--- config.mk ---
export PLATFORM = sky130hd
export DESIGN_NAME = pixel_fetch
export DESIGN_NICKNAME = d
export VERILOG_FILES = /design/src/source/yolo_pkg.sv /design/src/source/pixel_fetch.sv
export VERILOG_INCLUDE_DIRS = /design/src /design/src/source
export SDC_FILE = /design/constraint.sdc
export NUM_CORES = 1
export LEC_CHECK = 0
export BUFFER_PORTS_ARGS = -buffer_cell sky130_fd_sc_hd__buf_2
export CORE_MARGIN = 2
export CORE_UTILIZATION = 49
export DETAILED_ROUTE_END_ITERATION = 8
export PLACE_DENSITY_LB_ADDON = 0.05
export SYNTH_ARGS = -nofsm -noshare
export SYNTH_HDL_FRONTEND = slang
export SYNTH_SLANG_ARGS = --single-unit
--- constraint.sdc ---
create_clock -name clk -period 3.52 [get_ports clk]
set_input_delay 0.528 -clock clk [delete_from_list [all_inputs] [get_ports clk]]
set_output_delay 0.528 -clock clk [all_outputs]
set_load 0.005 [all_outputs]
--- src/source/yolo_config.svh ---
`ifndef YOLO_CONFIG_SVH
`define YOLO_CONFIG_SVH

// data element and accumulator widths
`define YOLO_DATA_W 16
`define YOLO_ACC_W 40

// elements per pixel word, products per mac step
`define YOLO_N_MACS 4

// neuron units and result buffers
`define YOLO_N_VECT 4

// bus word holds N_MACS elements or N_VECT results
`define YOLO_BUS_W 64
`define YOLO_ADDR_W 32

// internal buffer address widths
`define YOLO_PIX_ADDR_W 6
`define YOLO_RES_ADDR_W 6

`define YOLO_SHIFT_W 5

`endif

--- src/source/yolo_pkg.sv ---
`default_nettype none

`include "yolo_config.svh"

package yolo_pkg;

   // one signed data element
   typedef logic signed [`YOLO_DATA_W-1:0] data_t;

   // mac accumulator, wide enough for long dot product runs
   typedef logic signed [`YOLO_ACC_W-1:0] acc_t;

   // pixel buffer word, same layout as a bus word
   typedef data_t [`YOLO_N_MACS-1:0] pixel_word_t;

   // weights for one neuron unit
   typedef data_t [`YOLO_N_MACS-1:0] weight_row_t;

endpackage

`default_nettype wire

--- src/source/pixel_fetch.sv ---
`timescale 1ns/1ps
`default_nettype none

`include "yolo_config.svh"

module pixel_fetch
   import yolo_pkg::*;
(
   input  wire                           clk,
   input  wire                           rst,
   input  wire                           run,
   input  wire   [`YOLO_PIX_ADDR_W:0]    count,
   input  wire   [`YOLO_ADDR_W-1:0]      base,
   output logic                          busy,
   output logic                          rd_valid,
   output logic  [`YOLO_ADDR_W-1:0]      rd_addr,
   input  wire                           rd_ready,
   input  wire   pixel_word_t            rd_data,
   output logic                          buf_wr_en,
   output logic  [`YOLO_PIX_ADDR_W-1:0]  buf_wr_addr,
   output pixel_word_t                   buf_wr_data
);

   logic [`YOLO_PIX_ADDR_W:0] count_q;
   logic [`YOLO_PIX_ADDR_W:0] idx;
   logic [`YOLO_ADDR_W-1:0]   base_q;
   logic                      xfer;

   assign rd_valid = busy;
   assign rd_addr  = base_q + `YOLO_ADDR_W'(idx);
   assign xfer     = rd_valid && rd_ready;

   // word counter, config latched on run
   always_ff @(posedge clk or posedge rst) begin
      if (rst) begin
         busy    <= 1'b0;
         idx     <= '0;
         count_q <= '0;
         base_q  <= '0;
      end else if (run && !busy) begin
         busy    <= (count != '0);
         idx     <= '0;
         count_q <= count;
         base_q  <= base;
      end else if (xfer) begin
         idx <= idx + 1'b1;
         if (idx == count_q - 1'b1) begin
            busy <= 1'b0;
         end
      end
   end

   // received word goes to the pixel buffer one cycle later
   always_ff @(posedge clk or posedge rst) begin
      if (rst) begin
         buf_wr_en <= 1'b0;
      end else begin
         buf_wr_en <= xfer;
      end
   end

   always_ff @(posedge clk) begin
      buf_wr_addr <= idx[`YOLO_PIX_ADDR_W-1:0];
      buf_wr_data <= rd_data;
   end

   // a stalled request keeps its address until accepted
   a_rd_addr_stable: assert property (@(posedge clk) disable iff (rst)
      rd_valid && !rd_ready |=> rd_valid && $stable(rd_addr));

endmodule

`default_nettype wire

==> results.py, run 1 <==
metrics = {
    "power": {
        "intPower_uw": 3334,
        "cellLeakagePower_uw": 0.003104,
        "clock_power_share_pct": 32.2,
        "ir_drop_v": 0.0004763,
        "p_sw_uw": 1665,
        "switching_share_pct": 33.31,
        "power_density_mw_per_mm2": 824.9,
        "share_comb_of_total_power_pct": 27.6,
        "seq_power_share_pct": 40.3,
    },
    "clock_tree": {
        "cts.sink_count": 118,
        "cts_tree": "yes",
        "holdBufCountCts": 0,
        "cts-htree-levels": 4,
        "insertion_delay_ps": 500,
        "cts_buffers": 17,
        "cts_max_path_buffers": 2,
        "clockRootBuffer": "clkbuf_8",
        "path_clk_slew_ps": 60,
    },
    "place": {
        "dp.cells": 727,
        "place_hpwl_mm": 8.474,
        "portBuffers": 211,
        "place_ws_ps": 707.5,
        "place_congestion": 0.9064,
    },
    "route": {
        "drt-initial-drc-count": 167,
        "dr.pass1.iters": 4,
        "vias": 3692,
        "wl_mm": 11.43,
        "drc": 0,
        "detail-route-antenna-nets": 0,
        "wl_per_cell_um": 15.06,
        "vias_per_cell": 4.864,
    },
    "grt": {
        "grt_overflow_total": 0,
        "antenna_found_initial": 0,
        "grt_pass1_vias": 3863,
        "grt_pass1_wl_mm": 18.17,
        "track_usage_pct": 23.96,
        "grt_max_degree": 49,
    },
    "cells_and_area": {
        "nNetsFinal": 755,
        "finalNonFillerCells": 759,
        "syn_to_final_growth_pct": 39.56,
        "drive_gt1_share_pct": 39.63,
        "fin_util_pct": 69.84,
        "diodes": 0,
        "nFillCells": 732,
    },
    "sta": {
        "rsz0062_at_grt": "false",
        "maxSlewViolCount": 0,
        "finalSetupViolCount": 0,
        "clock_skew_ps": 8.705,
        "layout_min_cycle_time_ps": 3305,
        "hold_violations": 0,
        "tightest_slew_ps": 1010,
        "min_period_over_period_pct": 93.90,
        "max_freq_mhz": 302.5,
        "finalSetupTns_ps": 0,
        "fin_ws_ps": 214.5,
        "slew_headroom_pct": 32.56,
    },
    "yosys": {
        "synthArstFlopShare_pct": 40.68,
        "yosys_warnings": 0,
        "synth.distinct_cells": 36,
        "synth_fp_nets": 536,
        "yosysTopAreaCell": "dfxtp_1",
        "ys_seq_elements": 118,
        "syn_area_sq_mm": 0.004343,
        "syn-mean-instance-area_sq_um": 10.36,
        "yosysMostFrequentCell": "nand2_1",
        "synth_edf_count": 0,
        "synthTopCellsByArea": "dfxtp_1, dfrtp_1, nand2_1",
        "synthFlopType": "dfxtp_1",
        "synth_top_area_share_pct": 32.27,
        "syn-instance-count": 419,
        "ys_seq_area_share_pct": 59.93,
        "netlist_top_cells_count": "nand2_1, dfxtp_1, dfrtp_1, xor2_1, xnor2_1",
    },
    "outcome": {
        "outcome": "completed",
    },
    "worst_setup_path": {
        "cp_data_arrival_time_ps": 2780,
        "path_cells": "ha_1, fa_1, a21oi_1, o21ai_0, a211oi_2, nor3b_1, xor2_1, buf_2",
        "crit_type": "reg2out",
        "cp_max_fo": 7,
        "cp_slowest_stage_delay_ps": 460,
        "required_ps": 2990,
        "end_kind": "primary output",
        "start_kind": "flop",
        "worst-path-buf-inv": 1,
        "cp_top_family": "compound AO/OA/AOI/OAI gates",
        "critical_path.slowest_cell": "dfrtp_1",
    },
    "run": {
        "drv_cap": 0,
    },
    "die": {
        "core.rowCount": 34,
        "start_util_pct": 50.04,
        "ios": 212,
        "die_h_um": 98.15,
        "core-area_sq_mm": 0.008678,
        "die_w_um": 98.15,
        "dieArea_sq_mm": 0.009632,
    },
    "hold_path": {
        "hold_class": "in2reg",
    },
}
## power groups by stage
stage	clock network (uW)	registers, uW	logic [uW]
floorplan	0	1940	894
global placement	0	2020	1350
detailed placement	0	2030	1380
CTS	1640	2010	1390
global route	1690	2060	1560
finish	1610	2010	1380
## logic make-up (layout without fill, tap and decap cells)
group	count (synthesis)	count (layout)	share of synthesized area, %
buffers and inverters	25	257	2.506
muxes	1	1	0.2305
and+or+nand+nor	181	181	18.06
xor gates and xnor gates	43	43	8.672
DFF	118	118	59.92
adders and majority gates	10	10	3.054
AOI/OAI and AO/OA	41	41	7.548
## through the flow
step | total power, uW | instance area (sq um) | hold WS [ps]
6_report | 4999 | 6061 | 126.2
5_1_grt | 5314 | 6061 | 103.3
4_1_cts | 5049 | 6053 | 105.0
3_5_place_dp | 3411 | 5497 | 472.5
3_3_place_gp | 3378 | 5497 | 464.3
2_1_floorplan | 2834 | 4343 | 447.6
## registers in the layout, indices dropped and copies added, names as in the netlist
name,cells
buf_wr_addr,6
buf_wr_en,1
buf_wr_data,64
idx,7
busy,1
count_q,7
base_q,32
## final timing paths
kind	start	end	slack (ps)	cells past startpoint
setup / recovery	idx[0]	rd_addr[8]	210	8
hold / removal	rd_data[52]	buf_wr_data[52]	130	1
setup reg to reg	busy	busy	1620	5
hold reg to reg	base_q[0]	base_q[0]	480	2
max in group asynchronous	rst	base_q[5]	2620	2
min in group asynchronous	rst	base_q[28]	280	2
## final cells by class
class	count	area, sq um	share of cell area (%)
Sequential cell	118	2603	42.94
Multi-Input combinational cell	276	1647	27.17
Tap cell	108	135.1	2.230
Timing Repair Buffer	214	1079	17.80
Clock inverter	10	92.59	1.528
Clock buffer	22	464.2	7.659
Inverter	11	41.29	0.6813
## metal layers
layer,vias up,part of all wire (%),track usage (%)
li1,1814,-,-
met1,1721,40,26.56
met2,134,50,41.94
met3,23,7.7,8.948
met4,0,2.3,9.168
met5,-,0,0
## placed cells by master (no fill, tap or decap), drive strengths merged, types with 5 or more instances in the layout
cell,Yosys,final
a21oi,14,14
dfxtp,70,70
dfrtp,48,48
nor4,6,6
nand4,5,5
buf,3,214
o21ai,10,10
ha,9,9
clkbuf,11,22
inv,11,16
xor2,28,28
nor3,10,10
a2111oi,6,6
nand2,123,123
nand3,15,15
xnor2,15,15
nor2,15,15
## repair_timing
action	CTS	global route
buffers inserted	0	0
endpoints found under the setup margin	0	3
endpoints found under the hold margin	0	0
resized for setup	0	2
Note: power is estimated with default switching activity, not from simulation.
==> inputs of run 2 (changes only) <==
- BUFFER_PORTS_ARGS: -buffer_cell sky130_fd_sc_hd__buf_2 -> not set
- CORE_UTILIZATION: 49 -> 55
- DONT_BUFFER_PORTS: not set -> 1
- REMOVE_ABC_BUFFERS: not set -> 1
==> results.py, run 2 (synthesized netlist as in run 1, its figures left out) <==
metrics = {
    "outcome": {
        "outcome": "completed",
    },
    "worst_setup_path": {
        "start_kind": "flop",
        "cp_data_arrival_time_ps": 2700,
        "crit_type": "reg2out",
        "cp_max_fo": 10,
        "end_kind": "primary output",
        "required_ps": 2990,
    },
    "grt": {
        "grt_pass1_vias": 3173,
        "antenna_found_initial": 1,
        "grt_pass1_wl_mm": 16.32,
        "track_usage_pct": 25.27,
        "grt_overflow_total": 0,
        "grt_max_degree": 49,
    },
    "cells_and_area": {
        "drive_gt1_share_pct": 10.68,
        "postLayoutCellArea_sq_mm": 0.005052,
        "top_regs": "buf_wr_data x64, base_q x32",
        "layout_commonest_cell": "nand2_1",
        "nNetsFinal": 544,
        "fin_util_pct": 65.72,
        "largest_register_ff_count": 64,
        "final_cell_mix": "nand2_1, dfxtp_1, dfrtp_1",
        "regMostFlops": "buf_wr_data",
        "syn_to_final_growth_pct": 16.34,
    },
    "sta": {
        "rsz0062_at_grt": "false",
        "maxSlewViolCount": 0,
        "tightest_slew_ps": 987.3,
        "finalSetupViolCount": 0,
        "hold_violations": 0,
        "min_period_over_period_pct": 91.58,
        "clock_skew_ps": 9.121,
        "layout_min_cycle_time_ps": 3223,
        "finalSetupTns_ps": 0,
        "slew_headroom_pct": 34.08,
        "max_freq_mhz": 310.2,
        "hold_slack_ps": 40.56,
    },
    "clock_tree": {
        "path_clk_slew_ps": 60,
        "post_cts_resized": 0,
        "cts_setup_buffers": 0,
        "cts-htree-levels": 4,
        "cts_max_path_buffers": 2,
        "cts.sink_count": 118,
        "clockRootBuffer": "clkbuf_8",
        "holdBufCountCts": 0,
        "cts_buffers": 17,
        "insertion_delay_ps": 500,
        "cts_tree": "yes",
    },
    "route": {
        "detail-route-antenna-nets": 0,
        "drc": 0,
        "vias": 2935,
        "drt-initial-drc-count": 129,
        "wl_per_cell_um": 19.23,
        "dr.pass1.iters": 4,
        "vias_per_cell": 5.405,
        "wl_mm": 10.44,
    },
    "power": {
        "power_density_mw_per_mm2": 956.1,
        "cellLeakagePower_uw": 0.002281,
        "share_comb_of_total_power_pct": 21.8,
        "switching_share_pct": 33.26,
        "intPower_uw": 3224,
        "ir_drop_v": 0.0004495,
        "power.total_uw": 4830,
        "clock_power_share_pct": 36.3,
        "seq_power_share_pct": 41.9,
        "p_sw_uw": 1607,
    },
    "die": {
        "die_w_um": 92.86,
        "die_h_um": 92.86,
        "core.rowCount": 32,
        "core-area_sq_mm": 0.007687,
        "ios": 212,
        "start_util_pct": 56.49,
        "dieArea_sq_mm": 0.008623,
    },
    "place": {
        "place_hpwl_mm": 7.302,
        "portBuffers": 0,
        "placed_area_sq_mm": 0.004433,
        "place_congestion": 0.8614,
    },
    "run": {
        "drv_cap": 0,
    },
    "hold_path": {
        "hold_class": "in2reg",
    },
}
==> run 2: cell count changes in the layout (fill, tap and decap cells not counted), sizes merged <==
| cell | previous run | this run |
|---|---|---|
| clkinvlp | 1 | 0 |
| diode | 0 | 1 |
| clkinv | 3 | 6 |
| inv | 16 | 14 |
| bufinv | 1 | 2 |
| clkbuf | 22 | 21 |
| buf | 214 | 3 |
==> run 2: final cells by class <==
class                   count  area, sq um
well taps                 102        127.6
clock inverters            11        135.1
repair buffers              3        22.52
diodes                      1        2.502
flip-flops and latches    118         2603
fillers                   590         2635
multi-input cells         276         1639
inverters                  11        41.29
clock buffers              21        481.7
==> run 2: worst paths after layout <==
kind | end | from | cells past startpoint | slack, ps
worst max-delay path | rd_addr[26] | idx[0] | 7 | 300
min in group asynchronous | count_q[1] | rst | 1 | 130
worst min-delay path | buf_wr_data[29] | rd_data[29] | 0 | 40
max in group asynchronous | base_q[3] | rst | 1 | 2770
worst max register to register | busy | busy | 5 | 1750
worst min register to register | base_q[5] | base_q[5] | 2 | 490
==> run 2: layer usage <==
metal | wire length [um] | global-route usage, %
met1 | 4008 | 29.29
met2 | 5278 | 40.70
met3 | 1058 | 12.29
met4 | 93 | 9.191
met5 | 0 | 0
==> run 2: worst max-delay path, stage by stage, from the launching register on <==
cell      delay [ps]
dfrtp_1          460
ha_1             260
fa_1             400
a21oi_1          260
o211ai_1         130
nand2_1          310
nor4_1           100
xor2_1           270
==> run 2: metrics by stage <==
stage / std cells / setup WS (ps)
floorplan: 405 / 869.0
global placement: 510 / 869.1
CTS: 542 / 305.1
detailed placement: 510 / 848.8
global route: 543 / 106.0
finish: 543 / 296.5
==> run 2: power by group through the flow <==
stage | registers (uW) | clock network [uW] | logic [uW]
4_1_cts | 2020 | 1770 | 1070
3_5_place_dp | 2040 | 0 | 1040
2_1_floorplan | 1950 | 0 | 862
6_report | 2020 | 1750 | 1050
5_1_grt | 2080 | 1840 | 1220
3_3_place_gp | 2040 | 0 | 1030
==> inputs of run 3 (changes only) <==
- CORE_ASPECT_RATIO: not set -> 1.4
- MAX_ROUTING_LAYER: not set -> met4
==> results.py, run 3 (synthesized netlist as in run 1, its figures left out) <==
metrics = {
    "clock_tree": {
        "cts-htree-levels": 4,
        "clockRootBuffer": "clkbuf_8",
        "cts_buffers": 17,
        "post_cts_resized": 0,
        "cts.sink_count": 118,
        "cts_setup_buffers": 0,
        "insertion_delay_ps": 510,
        "path_clk_slew_ps": 60,
        "cts_tree": "yes",
        "holdBufCountCts": 0,
        "cts_max_path_buffers": 2,
    },
    "sta": {
        "finalSetupViolCount": 0,
        "rsz0062_at_grt": "false",
        "min_period_over_period_pct": 94.07,
        "finalSetupTns_ps": 0,
        "tightest_slew_ps": 1029,
        "hold_violations": 0,
        "clock_skew_ps": 8.254,
        "max_freq_mhz": 302.0,
        "layout_min_cycle_time_ps": 3311,
        "slew_headroom_pct": 31.40,
        "maxSlewViolCount": 0,
    },
    "cells_and_area": {
        "fin_util_pct": 64.96,
        "regMostFlops": "buf_wr_data",
        "top_regs": "buf_wr_data x64, base_q x32",
        "layout_commonest_cell": "nand2_1",
        "drive_gt1_share_pct": 10.68,
        "largest_register_ff_count": 64,
        "nNetsFinal": 544,
        "final_cell_mix": "nand2_1, dfxtp_1, dfrtp_1",
        "syn_to_final_growth_pct": 15.21,
    },
    "worst_setup_path": {
        "end_kind": "primary output",
        "cp_max_fo": 7,
        "worstSetupStartpoint": "idx[0]",
        "r2r_end": "busy",
        "worst-path-buf-inv": 0,
        "cp_data_arrival_time_ps": 2780,
        "rrSetupSlack_ps": 1520,
        "crit_type": "reg2out",
        "required_ps": 2990,
        "reg2reg_from": "busy",
        "path_cells": "ha_1, fa_1, a21oi_1, o21ai_0, a211oi_1, nor3_1, xnor2_1",
        "critical_path.slowest_cell": "dfrtp_1",
        "cp_slowest_stage_delay_ps": 460,
        "path_depth": 7,
        "start_kind": "flop",
        "cp_top_family": "compound AO/OA/AOI/OAI gates",
        "rr_worst_depth": 5,
    },
    "route": {
        "drt-initial-drc-count": 115,
        "vias": 2994,
        "wl_per_cell_um": 18.89,
        "vias_per_cell": 5.524,
        "dr.pass1.iters": 4,
        "detail-route-antenna-nets": 0,
        "drc": 0,
        "wl_mm": 10.24,
    },
    "die": {
        "die_h_um": 109.1,
        "core-area_sq_mm": 0.007702,
        "dieArea_sq_mm": 0.008633,
        "start_util_pct": 56.38,
        "die_w_um": 79.10,
        "ios": 212,
        "core.rowCount": 38,
    },
    "grt": {
        "track_usage_pct": 24.37,
        "grt_overflow_total": 0,
        "grt_pass1_vias": 2977,
        "grt_max_degree": 49,
        "grt_pass1_wl_mm": 15.24,
        "antenna_found_initial": 2,
    },
    "run": {
        "drv_cap": 0,
    },
    "hold_path": {
        "min_delay_path_depth": 0,
        "min_from": "rd_data[18]",
        "holdPathEnd": "buf_wr_data[18]",
        "hold_class": "in2reg",
    },
    "outcome": {
        "outcome": "completed",
    },
    "place": {
        "portBuffers": 0,
        "place_congestion": 0.8423,
        "place_hpwl_mm": 7.287,
    },
    "power": {
        "ir_drop_v": 0.0005829,
        "power_density_mw_per_mm2": 946.0,
        "cellLeakagePower_uw": 0.002264,
        "power.total_uw": 4733,
    },
}
run 3: cell types whose count changed in the layout (fill, tap and decap cells not counted), sizes merged:
| cell | previous run | this run |
|---|---|---|
| bufinv | 2 | 1 |
| clkbuf | 21 | 20 |
| clkinv | 6 | 4 |
| diode | 1 | 2 |
| inv | 14 | 18 |
run 3: layout make-up:
type	count	area (sq um)
fillers	649	2699
clock inverters	12	111.4
clock buffers	20	456.7
well taps	100	125.1
repair buffers	3	22.52
multi-input cells	276	1639
inverters	11	41.29
flip-flops and latches	118	2603
diodes	2	5.005
run 3: worst max-delay path by stage:
| stage | to | slack (ps) |
|---|---|---|
| detailed placement | rd_addr[10] | 780 |
| global placement | rd_addr[10] | 820 |
| finish | rd_addr[10] | 210 |
| floorplan | idx[1] | 870 |
| CTS | rd_addr[10] | 210 |
| global route | rd_addr[8] | 30 |
run 3: metal layers:
metal  part of all wire, %  GRT usage, %
met1                    39         26.90
met2                    52         40.56
met3                   7.9         10.60
met4                  0.70         6.158
met5                     0             -
run 3: stage by stage:
| stage | setup slack, ps | instances | hold WS (ps) | area, sq um |
|---|---|---|---|---|
| 6_report | 208.8 | 542 | 38.48 | 5004 |
| 3_3_place_gp | 824.0 | 508 | 476.7 | 4431 |
| 4_1_cts | 210.6 | 540 | 15.08 | 4999 |
| 2_1_floorplan | 869.0 | 405 | 447.6 | 4275 |
| 3_5_place_dp | 776.1 | 508 | 479.6 | 4431 |
| 5_1_grt | 33.28 | 542 | 4.036 | 5004 |
run 3: where the power goes:
part | internal, uW | switching, uW
clock | 1000 | 615
sequential | 1670 | 361
combinational | 438 | 648
total | 3110 | 1620
run 3: worst reg2reg max path: stages, from the launching register on:
cell	delay, ps
dfrtp_1	520
nand2b_1	150
buf_4	350
a21oi_1	140
a2111oi_0	500
a41oi_1	200
